<file path="src/design/axi_pkg.sv">
package axi_pkg;

  // arburst encoding
  localparam logic [1:0] burst_incr = 2'b01;

  // arsize encoding for 4 bytes per beat
  localparam logic [2:0] size_word = 3'b010;

  // read address channel payload
  typedef struct packed {
    logic [3:0]  id;
    logic [31:0] addr;
    logic [7:0]  len;
    logic [2:0]  size;
    logic [1:0]  burst;
  } axi_ar_t;

  // read data channel payload
  typedef struct packed {
    logic [3:0]  id;
    logic [31:0] data;
    logic [1:0]  resp;
    logic        last;
  } axi_r_t;

endpackage

</file>
<file path="src/design/mips_mem_pkg.sv">
package mips_mem_pkg;

  // top three virtual address bits of the unmapped segments
  localparam logic [2:0] seg_kseg0 = 3'b100;
  localparam logic [2:0] seg_kseg1 = 3'b101;

  // fetch request from the outside world
  typedef struct packed {
    logic [31:0] vaddr;
  } fetch_req_t;

  // translated request, addr_xlate to fetch_cache
  typedef struct packed {
    logic [31:0] paddr;
    logic        cached;
    logic        err;
  } xlate_t;

  // fetch response, rdata is zero on an address error
  typedef struct packed {
    logic [31:0] rdata;
    logic        err;
  } fetch_resp_t;

  // memory read request, fetch_cache to axi_read_bridge
  typedef struct packed {
    logic [31:0] addr;
    logic [7:0]  len;
  } mem_req_t;

endpackage

</file>
<file path="src/design/addr_xlate.sv">
`timescale 1ns/1ps

module addr_xlate import mips_mem_pkg::*; (
  input  logic       clk,
  input  logic       rst_n,
  input  logic       req_valid,
  output logic       req_ready,
  input  fetch_req_t req,
  output logic       xl_valid,
  input  logic       xl_ready,
  output xlate_t     xl
);

  logic [2:0] seg;
  logic       misaligned;
  logic       unmapped;
  xlate_t     xl_next;

  assign seg        = req.vaddr[31:29];
  assign misaligned = |req.vaddr[1:0];
  assign unmapped   = (seg == seg_kseg0) || (seg == seg_kseg1);

  // kseg0 and kseg1 both map onto the low 512 MB
  always_comb begin
    xl_next.paddr  = {3'b000, req.vaddr[28:0]};
    xl_next.err    = misaligned || !unmapped;
    xl_next.cached = !xl_next.err && (seg == seg_kseg0);
  end

  // accept when empty or when the held result leaves this cycle
  assign req_ready = !xl_valid || xl_ready;

  always_ff @(posedge clk) begin
    if (!rst_n) begin
      xl_valid <= 1'b0;
    end else if (req_ready) begin
      xl_valid <= req_valid;
    end
  end

  always_ff @(posedge clk) begin
    if (req_valid && req_ready) begin
      xl <= xl_next;
    end
  end

  // held result must not move while the cache is busy
  a_xl_stable: assert property (@(posedge clk) disable iff (!rst_n)
    xl_valid && !xl_ready |=> xl_valid && $stable(xl));

endmodule

</file>
<file path="src/design/axi_read_bridge.sv">
`timescale 1ns/1ps

module axi_read_bridge import mips_mem_pkg::*, axi_pkg::*; #(
  parameter int axi_id = 0
) (
  input  logic        clk,
  input  logic        rst_n,
  input  logic        mem_valid,
  output logic        mem_ready,
  input  mem_req_t    mem,
  output logic        beat_valid,
  output logic [31:0] beat_data,
  output logic        beat_last,
  output logic        ar_valid,
  input  logic        ar_ready,
  output axi_ar_t     ar,
  input  logic        r_valid,
  output logic        r_ready,
  input  axi_r_t      r
);

  logic [31:0] addr_q;
  logic [7:0]  len_q;

  // one burst at a time, from request until the last beat
  assign mem_ready = !ar_valid && !r_ready;

  assign ar = '{
    id:    4'(axi_id),
    addr:  addr_q,
    len:   len_q,
    size:  size_word,
    burst: burst_incr
  };

  // R beats go straight through, rresp and rid ignored
  assign beat_valid = r_valid && r_ready;
  assign beat_data  = r.data;
  assign beat_last  = r.last;

  always_ff @(posedge clk) begin
    if (!rst_n) begin
      ar_valid <= 1'b0;
      r_ready  <= 1'b0;
    end else begin
      if (mem_valid && mem_ready) begin
        ar_valid <= 1'b1;
      end else if (ar_valid && ar_ready) begin
        ar_valid <= 1'b0;
      end
      if (ar_valid && ar_ready) begin
        r_ready <= 1'b1;
      end else if (r_valid && r_ready && r.last) begin
        r_ready <= 1'b0;
      end
    end
  end

  always_ff @(posedge clk) begin
    if (mem_valid && mem_ready) begin
      addr_q <= mem.addr;
      len_q  <= mem.len;
    end
  end

  a_ar_hold: assert property (@(posedge clk) disable iff (!rst_n)
    ar_valid && !ar_ready |=> ar_valid && $stable(ar));

endmodule

</file>
<file path="src/design/fetch_cache.sv">
`timescale 1ns/1ps

module fetch_cache import mips_mem_pkg::*; #(
  parameter int line_words = 4,
  parameter int sets       = 16
) (
  input  logic        clk,
  input  logic        rst_n,
  input  logic        xl_valid,
  output logic        xl_ready,
  input  xlate_t      xl,
  output logic        resp_valid,
  input  logic        resp_ready,
  output fetch_resp_t resp,
  output logic        mem_valid,
  input  logic        mem_ready,
  output mem_req_t    mem,
  input  logic        beat_valid,
  input  logic [31:0] beat_data,
  input  logic        beat_last
);

  localparam int off_w = $clog2(line_words);
  localparam int idx_w = $clog2(sets);
  localparam int tag_w = 30 - off_w - idx_w;

  typedef enum logic [2:0] {
    st_idle,
    st_lookup,
    st_request,
    st_refill,
    st_respond
  } state_t;

  state_t           state;
  xlate_t           req_q;
  logic [7:0]       beat_cnt;
  logic [31:0]      unc_q;
  logic [sets-1:0]  valid_q;
  logic [tag_w-1:0] tag_mem [sets];
  logic [31:0]      data_mem [sets][line_words];

  logic [off_w-1:0] off;
  logic [idx_w-1:0] idx;
  logic [tag_w-1:0] tag;
  logic             hit;
  logic             lookup_done;

  // word offset, set index and tag of the held request
  assign off = req_q.paddr[off_w+1:2];
  assign idx = req_q.paddr[off_w+2 +: idx_w];
  assign tag = req_q.paddr[31 -: tag_w];

  assign hit         = req_q.cached && valid_q[idx] && (tag_mem[idx] == tag);
  assign lookup_done = req_q.err || hit;

  assign xl_ready   = (state == st_idle);
  assign mem_valid  = (state == st_request);
  assign resp_valid = (state == st_respond) || ((state == st_lookup) && lookup_done);

  // line-aligned burst for cached misses, single beat otherwise
  always_comb begin
    if (req_q.cached) begin
      mem.addr = {req_q.paddr[31:off_w+2], {(off_w + 2){1'b0}}};
      mem.len  = 8'(line_words - 1);
    end else begin
      mem.addr = req_q.paddr;
      mem.len  = 8'd0;
    end
  end

  // arrays only change in refill, so resp holds while stalled
  always_comb begin
    resp.err = req_q.err;
    if (req_q.err) begin
      resp.rdata = '0;
    end else if (req_q.cached) begin
      resp.rdata = data_mem[idx][off];
    end else begin
      resp.rdata = unc_q;
    end
  end

  always_ff @(posedge clk) begin
    if (!rst_n) begin
      state    <= st_idle;
      beat_cnt <= '0;
      valid_q  <= '0;
    end else begin
      case (state)
        st_idle: begin
          if (xl_valid) begin
            state <= st_lookup;
          end
        end
        st_lookup: begin
          if (!lookup_done) begin
            state <= st_request;
          end else if (resp_ready) begin
            state <= st_idle;
          end else begin
            state <= st_respond;
          end
        end
        st_request: begin
          if (mem_ready) begin
            state    <= st_refill;
            beat_cnt <= '0;
          end
        end
        st_refill: begin
          if (beat_valid) begin
            beat_cnt <= beat_cnt + 8'd1;
            if (beat_last) begin
              state <= st_respond;
              // uncached data never marks a line
              if (req_q.cached) begin
                valid_q[idx] <= 1'b1;
              end
            end
          end
        end
        st_respond: begin
          if (resp_ready) begin
            state <= st_idle;
          end
        end
        default: state <= st_idle;
      endcase
    end
  end

  always_ff @(posedge clk) begin
    if (xl_valid && xl_ready) begin
      req_q <= xl;
    end
    if ((state == st_refill) && beat_valid) begin
      if (req_q.cached) begin
        data_mem[idx][beat_cnt[off_w-1:0]] <= beat_data;
      end else begin
        unc_q <= beat_data;
      end
      if (beat_last && req_q.cached) begin
        tag_mem[idx] <= tag;
      end
    end
  end

  a_resp_stable: assert property (@(posedge clk) disable iff (!rst_n)
    resp_valid && !resp_ready |=> resp_valid && $stable(resp));

  // bridge must end the burst on the beat count we asked for
  a_beat_count: assert property (@(posedge clk) disable iff (!rst_n)
    (state == st_refill) && beat_valid |-> beat_last == (beat_cnt == mem.len));

endmodule

</file>
<file path="src/design/fetch_mem_top.sv">
`timescale 1ns/1ps

module fetch_mem_top import mips_mem_pkg::*, axi_pkg::*; #(
  parameter int line_words = 4,
  parameter int sets       = 16,
  parameter int axi_id     = 0
) (
  input  logic        clk,
  input  logic        rst_n,
  input  logic        req_valid,
  output logic        req_ready,
  input  fetch_req_t  req,
  output logic        resp_valid,
  input  logic        resp_ready,
  output fetch_resp_t resp,
  output logic        ar_valid,
  input  logic        ar_ready,
  output axi_ar_t     ar,
  input  logic        r_valid,
  output logic        r_ready,
  input  axi_r_t      r
);

  // translation to cache
  logic   xl_valid;
  logic   xl_ready;
  xlate_t xl;

  // cache to bridge
  logic     mem_valid;
  logic     mem_ready;
  mem_req_t mem;

  // bridge beats back to the cache
  logic        beat_valid;
  logic [31:0] beat_data;
  logic        beat_last;

  addr_xlate u_addr_xlate (
    .clk       (clk),
    .rst_n     (rst_n),
    .req_valid (req_valid),
    .req_ready (req_ready),
    .req       (req),
    .xl_valid  (xl_valid),
    .xl_ready  (xl_ready),
    .xl        (xl)
  );

  fetch_cache #(
    .line_words (line_words),
    .sets       (sets)
  ) u_fetch_cache (
    .clk        (clk),
    .rst_n      (rst_n),
    .xl_valid   (xl_valid),
    .xl_ready   (xl_ready),
    .xl         (xl),
    .resp_valid (resp_valid),
    .resp_ready (resp_ready),
    .resp       (resp),
    .mem_valid  (mem_valid),
    .mem_ready  (mem_ready),
    .mem        (mem),
    .beat_valid (beat_valid),
    .beat_data  (beat_data),
    .beat_last  (beat_last)
  );

  axi_read_bridge #(
    .axi_id (axi_id)
  ) u_axi_read_bridge (
    .clk        (clk),
    .rst_n      (rst_n),
    .mem_valid  (mem_valid),
    .mem_ready  (mem_ready),
    .mem        (mem),
    .beat_valid (beat_valid),
    .beat_data  (beat_data),
    .beat_last  (beat_last),
    .ar_valid   (ar_valid),
    .ar_ready   (ar_ready),
    .ar         (ar),
    .r_valid    (r_valid),
    .r_ready    (r_ready),
    .r          (r)
  );

endmodule

</file>
<file path="config.mk">
export PLATFORM = sky130hd
export DESIGN_NAME = fetch_mem_top
export DESIGN_NICKNAME = d
export VERILOG_FILES = /design/src/design/axi_pkg.sv /design/src/design/mips_mem_pkg.sv /design/src/design/addr_xlate.sv /design/src/design/axi_read_bridge.sv /design/src/design/fetch_cache.sv /design/src/design/fetch_mem_top.sv
export SDC_FILE = /design/constraint.sdc
export NUM_CORES = 2
export LEC_CHECK = 0
export BUFFER_PORTS_ARGS = -buffer_cell sky130_fd_sc_hd__buf_2
export CELL_PAD_IN_SITES_DETAIL_PLACEMENT = 0
export CELL_PAD_IN_SITES_GLOBAL_PLACEMENT = 1
export CORE_ASPECT_RATIO = 0.8
export CORE_UTILIZATION = 37
export DETAILED_ROUTE_END_ITERATION = 8
export PLACE_DENSITY = 0.55
export SYNTH_ARGS = -nofsm -noshare
export SYNTH_HDL_FRONTEND = slang
export SYNTH_SLANG_ARGS = --single-unit
</file>
<file path="constraint.sdc">
create_clock -name clk -period 5.8 [get_ports clk]
set_clock_uncertainty 0.05 [all_clocks]
set_input_delay 0.58 -clock clk [delete_from_list [all_inputs] [get_ports clk]]
set_output_delay 0.58 -clock clk [all_outputs]
set_load 0.02 [all_outputs]
</file>
# Word-level counts from Yosys, hierarchy flattened
# Memory sizes are Yosys's and may differ from the RTL's. A register that Yosys moved wholly into a read port is not among the register bits.
# Cells that the tools add are included.
# word_totals
regBits	161
ramBits	2384
inputBits	77
word_cells	109
n_memories	2
# memory_table
memory	words	word_bits	read_ports	rd_clocked_by_memory_dff	write_ports	line_no	text
u_fetch_cache.data_mem	16	128	1	1	1	fetch_cache.sv:41	logic [31:0] data_mem [sets][line_words];
u_fetch_cache.tag_mem	16	21	1	1	1	fetch_cache.sv:40	logic [tag_w-1:0] tag_mem [sets];
# classes
addsub	1
order_cmp	5
n_eq_ne	12
muxes	35
bitwise	4
n_reduce_logical	34
# ops
operator	count
2-to-1 mux 32 bit	5
2-to-1 mux 128 bit	1
binary-select mux 32 bit (select 2 bit)	1
demux 32 bit (select 2 bit)	1
== test 24 x 21 -> 1 bit	1
2-to-1 mux 3 bit	7
2-to-1 mux 8 bit	2
bitwise OR 16 bit	1
case mux 8 bit (2 select lines)	1
logical AND 1 bit	15
case mux 3 bit (5 select lines)	1
2-to-1 mux 1 bit	11
== test 3 bit, second input constant	3
adder 8 x 1 -> 8 bit, second input constant	1
2-to-1 mux 4 bit	2
== test 3 x 2 -> 1 bit, second input constant	2
greater-or-equal comparator 3 bit, second input constant	2
!= test 2 bit, second input constant	3
inverter 2 -> 3 bit	2
nonzero test 2 bit	3
zero test 1 bit	5
logical OR 1 bit	5
< comparator 4 x 5 -> 1 bit, second input constant	1
AND reduction 5 bit	1
13 further kinds	14

# Logic depth before layout (Yosys ltp)
# logic_depth
ltp_word	7
ltp_mapped	12
ltp_nobuf	8

# Cells and area by module
# A second synthesis with hierarchy kept.
# unflattened
cells_unflattened	4061
area_unflattened_um2	99319.0
# modules_own_cells
mod	n_inst	cells_each	area_per_inst_um2	seq_area_each_um2
fetch_cache	1	3925	96677.7	75512.4
axi_read_bridge	1	94	1620.3	1241.2
addr_xlate	1	42	1021.0	950.9

# Worst setup path after synthesis
# OpenSTA, ideal clock, no wires.
# synth_path
kind	flip-flop to flip-flop
startpoint	reg u_fetch_cache.state[1]
endpoint	reg u_fetch_cache.beat_cnt[1]
setup_ns	0.121
t_arrival_ns	4.097
required_time_ns	5.629
path_slack_ns	1.532
path_stages_with_launch	7
period_less_slack_ns	4.268
cell_sequence	dfxtp_1 > buf_4 > nand2b_1 > nor4_1 > nor2_1 > a22oi_1 > nor2b_1
# synth_via
elab_chain_len	3
word_cells_on_any_way	7
# synth_rtl
element	line_no	text
start, declared	fetch_cache.sv:35	state_t state;
start signal, assigned	fetch_cache.sv:86	state <= st_idle;
start signal, assigned	fetch_cache.sv:93	state <= st_lookup;
start signal, assigned	fetch_cache.sv:98	state <= st_request;
== test 3 x 2 -> 1 bit	fetch_cache.sv:90	case (state)
!= test 2 bit (no line) (tied with other cells)	--	
AND reduction 3 bit (no line)	--	
end signal, assigned	fetch_cache.sv:113	beat_cnt <= beat_cnt + 8'd1;
end, declared	fetch_cache.sv:37	logic [7:0] beat_cnt;
# Parallel ways exist; a longest one is shown, timed or not.
# A chain may end at the register's enable or synchronous reset.

==> metrics.yaml <==
vias_per_cell: 5.57
most-common-layout-cells: "2508 x edfxtp_1, 764 x mux4_2, 246 x clkbuf_16, 149 x buf_4, 138 x buf_2"
fillerInstances: 22000
slew_violations: 0
pin_count: 163
grt-ovfl-total: 0
seqPwrFrac: 0.522
gp_congestion: 0.752
cts_made_buffers: 246
cts_setup_buffers: 0
regArea_sq_um: 75900
die_y_um: 459
reg2reg_depth: 7
tritoncts: "built"
dp_hpwl_um: 153000
synth.area.mux_share: 0.187
antenna_found_initial: 19
ant_nets: 0
grt_use_met2: 0.315
min_path_cells: 1
synth_cell_types: 57
grt_use_met1: 0.302
fin_cells: 7943
period_minus_slack_ns: 5.49
synth_flop_cell: "edfxtp_1"
rsz0062_at_grt: "false"
grt_most_used_layer: "met2"
wl_per_cell_um: 33.5
core_area_sq_um: 259000
yosys.area_share.simple: 0.00967
die_area_sq_um: 263000
synth_compound_area_frac: 0.00356
clockBufferDepth: 4
syn2layout_area_growth_pct: 14.6
clkPwrFrac: 0.388
switching_share: 0.226
vdd_ir_drop_max_mv: 0.263
numClockSinks: 2536
clkTransAtPathRegs_ns: 0.06
setup_viol: 0
timing.setup.tns_ns: 0
placed_cells: 7463
clk-insertion-delay-late_ns: 0.92
netlist_instances: 3882
cp.arrival_ns: 4.86
synth_area_per_cell_sq_um: 24.9
fmax_mhz: 182
grt_util_met3: 0.0327
synthArstFlopShare: 0
cts-root-buf: "clkbuf_16"
fin_nets: 4365
period_share: 0.947
start_util: 0.373
cap_viol_max_count: 0
synthAdderAreaFrac: 0.000518
endpoint_kind: "output pin"
p_comb_frac: 0.090
cp_data_required_time_ns: 5.17
synth_xor_area_frac: 0.00172
htree_num_levels: 4
p_leak_uw: 0.0341
grt_pass1_vias: 44794
num_vias: 44234
cts.repair.resized: 0
cp-start-kind: "flop"
status: "finished, violations left"
wl_um: 266000
grt_max_degree: 81
port_buffers: 138
ys_ff_latch: 2536
synth_edf_count: 2508
internal_power_uw: 30200
drive_above_1_share: 0.334
worstSetupPathType: "reg2out"
drt-initial-drc-count: 4783
grt_first_pass_wirelength_um: 369000
rows: 167
relSlewSlack: 0.149
dr.pass1.iters: 7
crit_path_max_fanout: 32
seq_area_frac_synth: 0.785
multi_input_area_sq_um: 20300
power_density_nw_per_um2: 352
violations: "design-rule violations"
die_w_um: 573
switchingPower_uw: 8830
drc: 6
grtUsageTotal: 0.202
finalHoldViolCount: 0
hold_class: "in2reg"
synth_top_family_by_area: "multiplexers"
syn_area_sq_um: 96700
worstMarginPinSlew_ns: 1.28
final_common_cell: "edfxtp_1"
fin_util: 0.427
yosys_warnings: 0
timing repair:
action	CTS	global route
setup endpoints to repair	0	0
hold buffers	37	0
endpoints found under the hold margin	35	0
cell type report:
class,instances,area share
Clock buffer,317,0.0582
Clock inverter,122,0.00843
Inverter,6,0.000203
Tap cell,3464,0.0391
Timing Repair Buffer,357,0.0257
Antenna cell,4,0.0000904
Sequential cell,2536,0.685
Multi-Input combinational cell,1137,0.183
synth_stat cells, drive strengths merged (2+ instances only):
master | n | share of area
a211oi | 2 | 0.00021
a21boi | 2 | 0.00016
a21oi | 5 | 0.00030
a22oi | 2 | 0.00016
a32o | 2 | 0.00021
and2 | 4 | 0.00026
and4 | 2 | 0.00018
buf | 169 | 0.010
clkbuf | 50 | 0.0020
conb | 2 | 0.000078
dfxtp | 28 | 0.0058
edfxtp | 2508 | 0.78
ha | 4 | 0.00052
inv | 6 | 0.00023
mux2 | 7 | 0.00082
mux2i | 67 | 0.0069
mux4 | 769 | 0.18
nand2 | 20 | 0.00078
nand2b | 8 | 0.00052
nand3 | 11 | 0.00057
nand4 | 6 | 0.00039
nor2 | 126 | 0.0049
nor2b | 15 | 0.00097
nor3 | 2 | 0.00010
nor4 | 3 | 0.00026
o2111ai | 2 | 0.00018
o21a | 18 | 0.0014
o21ai | 5 | 0.00026
o22ai | 3 | 0.00019
or4 | 2 | 0.00016
xnor2 | 10 | 0.00091
xor2 | 9 | 0.00082
cell families (layout without fill, tap and decap cells):
group           count (synthesis)  in the layout
flops                        2536           2536
mux                           843            843
buf+inv                       225            802
simple gates                  206            206
compound gates                 47             47
xor+xnor                       19             19
fa+ha+maj                       4              4
other cells                     2             22
sequential cells by signal (all words and copies together) (netlist names), named ones only:
signal and flops:
u_axi_read_bridge.r_ready 1, u_addr_xlate.xl_valid 1, u_fetch_cache.state 3, u_axi_read_bridge.len_q 1
u_fetch_cache.resp 1, u_axi_read_bridge.addr_q 29, u_fetch_cache.beat_cnt 2, u_fetch_cache.data_mem 2048
u_fetch_cache.off 2, u_fetch_cache.tag_mem 336, u_fetch_cache.valid_q 16, u_fetch_cache.unc_q 32
u_fetch_cache.req_q 24, u_axi_read_bridge.ar_valid 1, u_fetch_cache.idx 4, u_addr_xlate.xl 31
routing by layer:
layer / vias up / share of wire
met5: - / 0.00022
met4: 10 / 0.017
met3: 325 / 0.060
met2: 1429 / 0.47
met1: 24869 / 0.45
li1: 17601 / -
power groups by stage:
stage                     Sequential, uW  Combinational [uW]  Clock [uW]
after CTS                          20400                3620       15500
after detailed placement           20800                3590           0
after floorplan                    20700                2300           0
after global routing               20400                3750       16100
final                              20400                3530       15100
after global placement             20800                3570           0
critical path, stage by stage, from the launching register on:
cell and delay, ns:
dfxtp_4 0.72, buf_12 0.27, buf_12 0.29, mux4_2 0.55, mux4_2 0.54, mux4_2 0.50
mux2i_1 0.50, nor2_1 0.25, buf_2 0.23
worst paths after layout:
kind,from,to,slack (ns)
max,flop,resp[1],0.31
min,r[12],u_fetch_cache.data_mem[2][73],0.06
max reg2reg,u_fetch_cache.state[0],u_fetch_cache.data_mem[8][50],1.79
min reg2reg,u_addr_xlate.xl[16],u_fetch_cache.req_q[16],0.35
through the flow:
step           worst slack [ns]  area [sq um]  power, uW  hold slack (ns)
2_1_floorplan              1.53         96700      23000            0.350
3_3_place_gp               1.14        103000      24300            0.352
3_5_place_dp               1.19        103000      24300            0.355
4_1_cts                   0.192        111000      39400           0.0236
5_1_grt                   0.181        111000      40200           0.0395
6_report                  0.305        111000      39000           0.0587
Note: power is estimated with default switching activity, not from simulation.
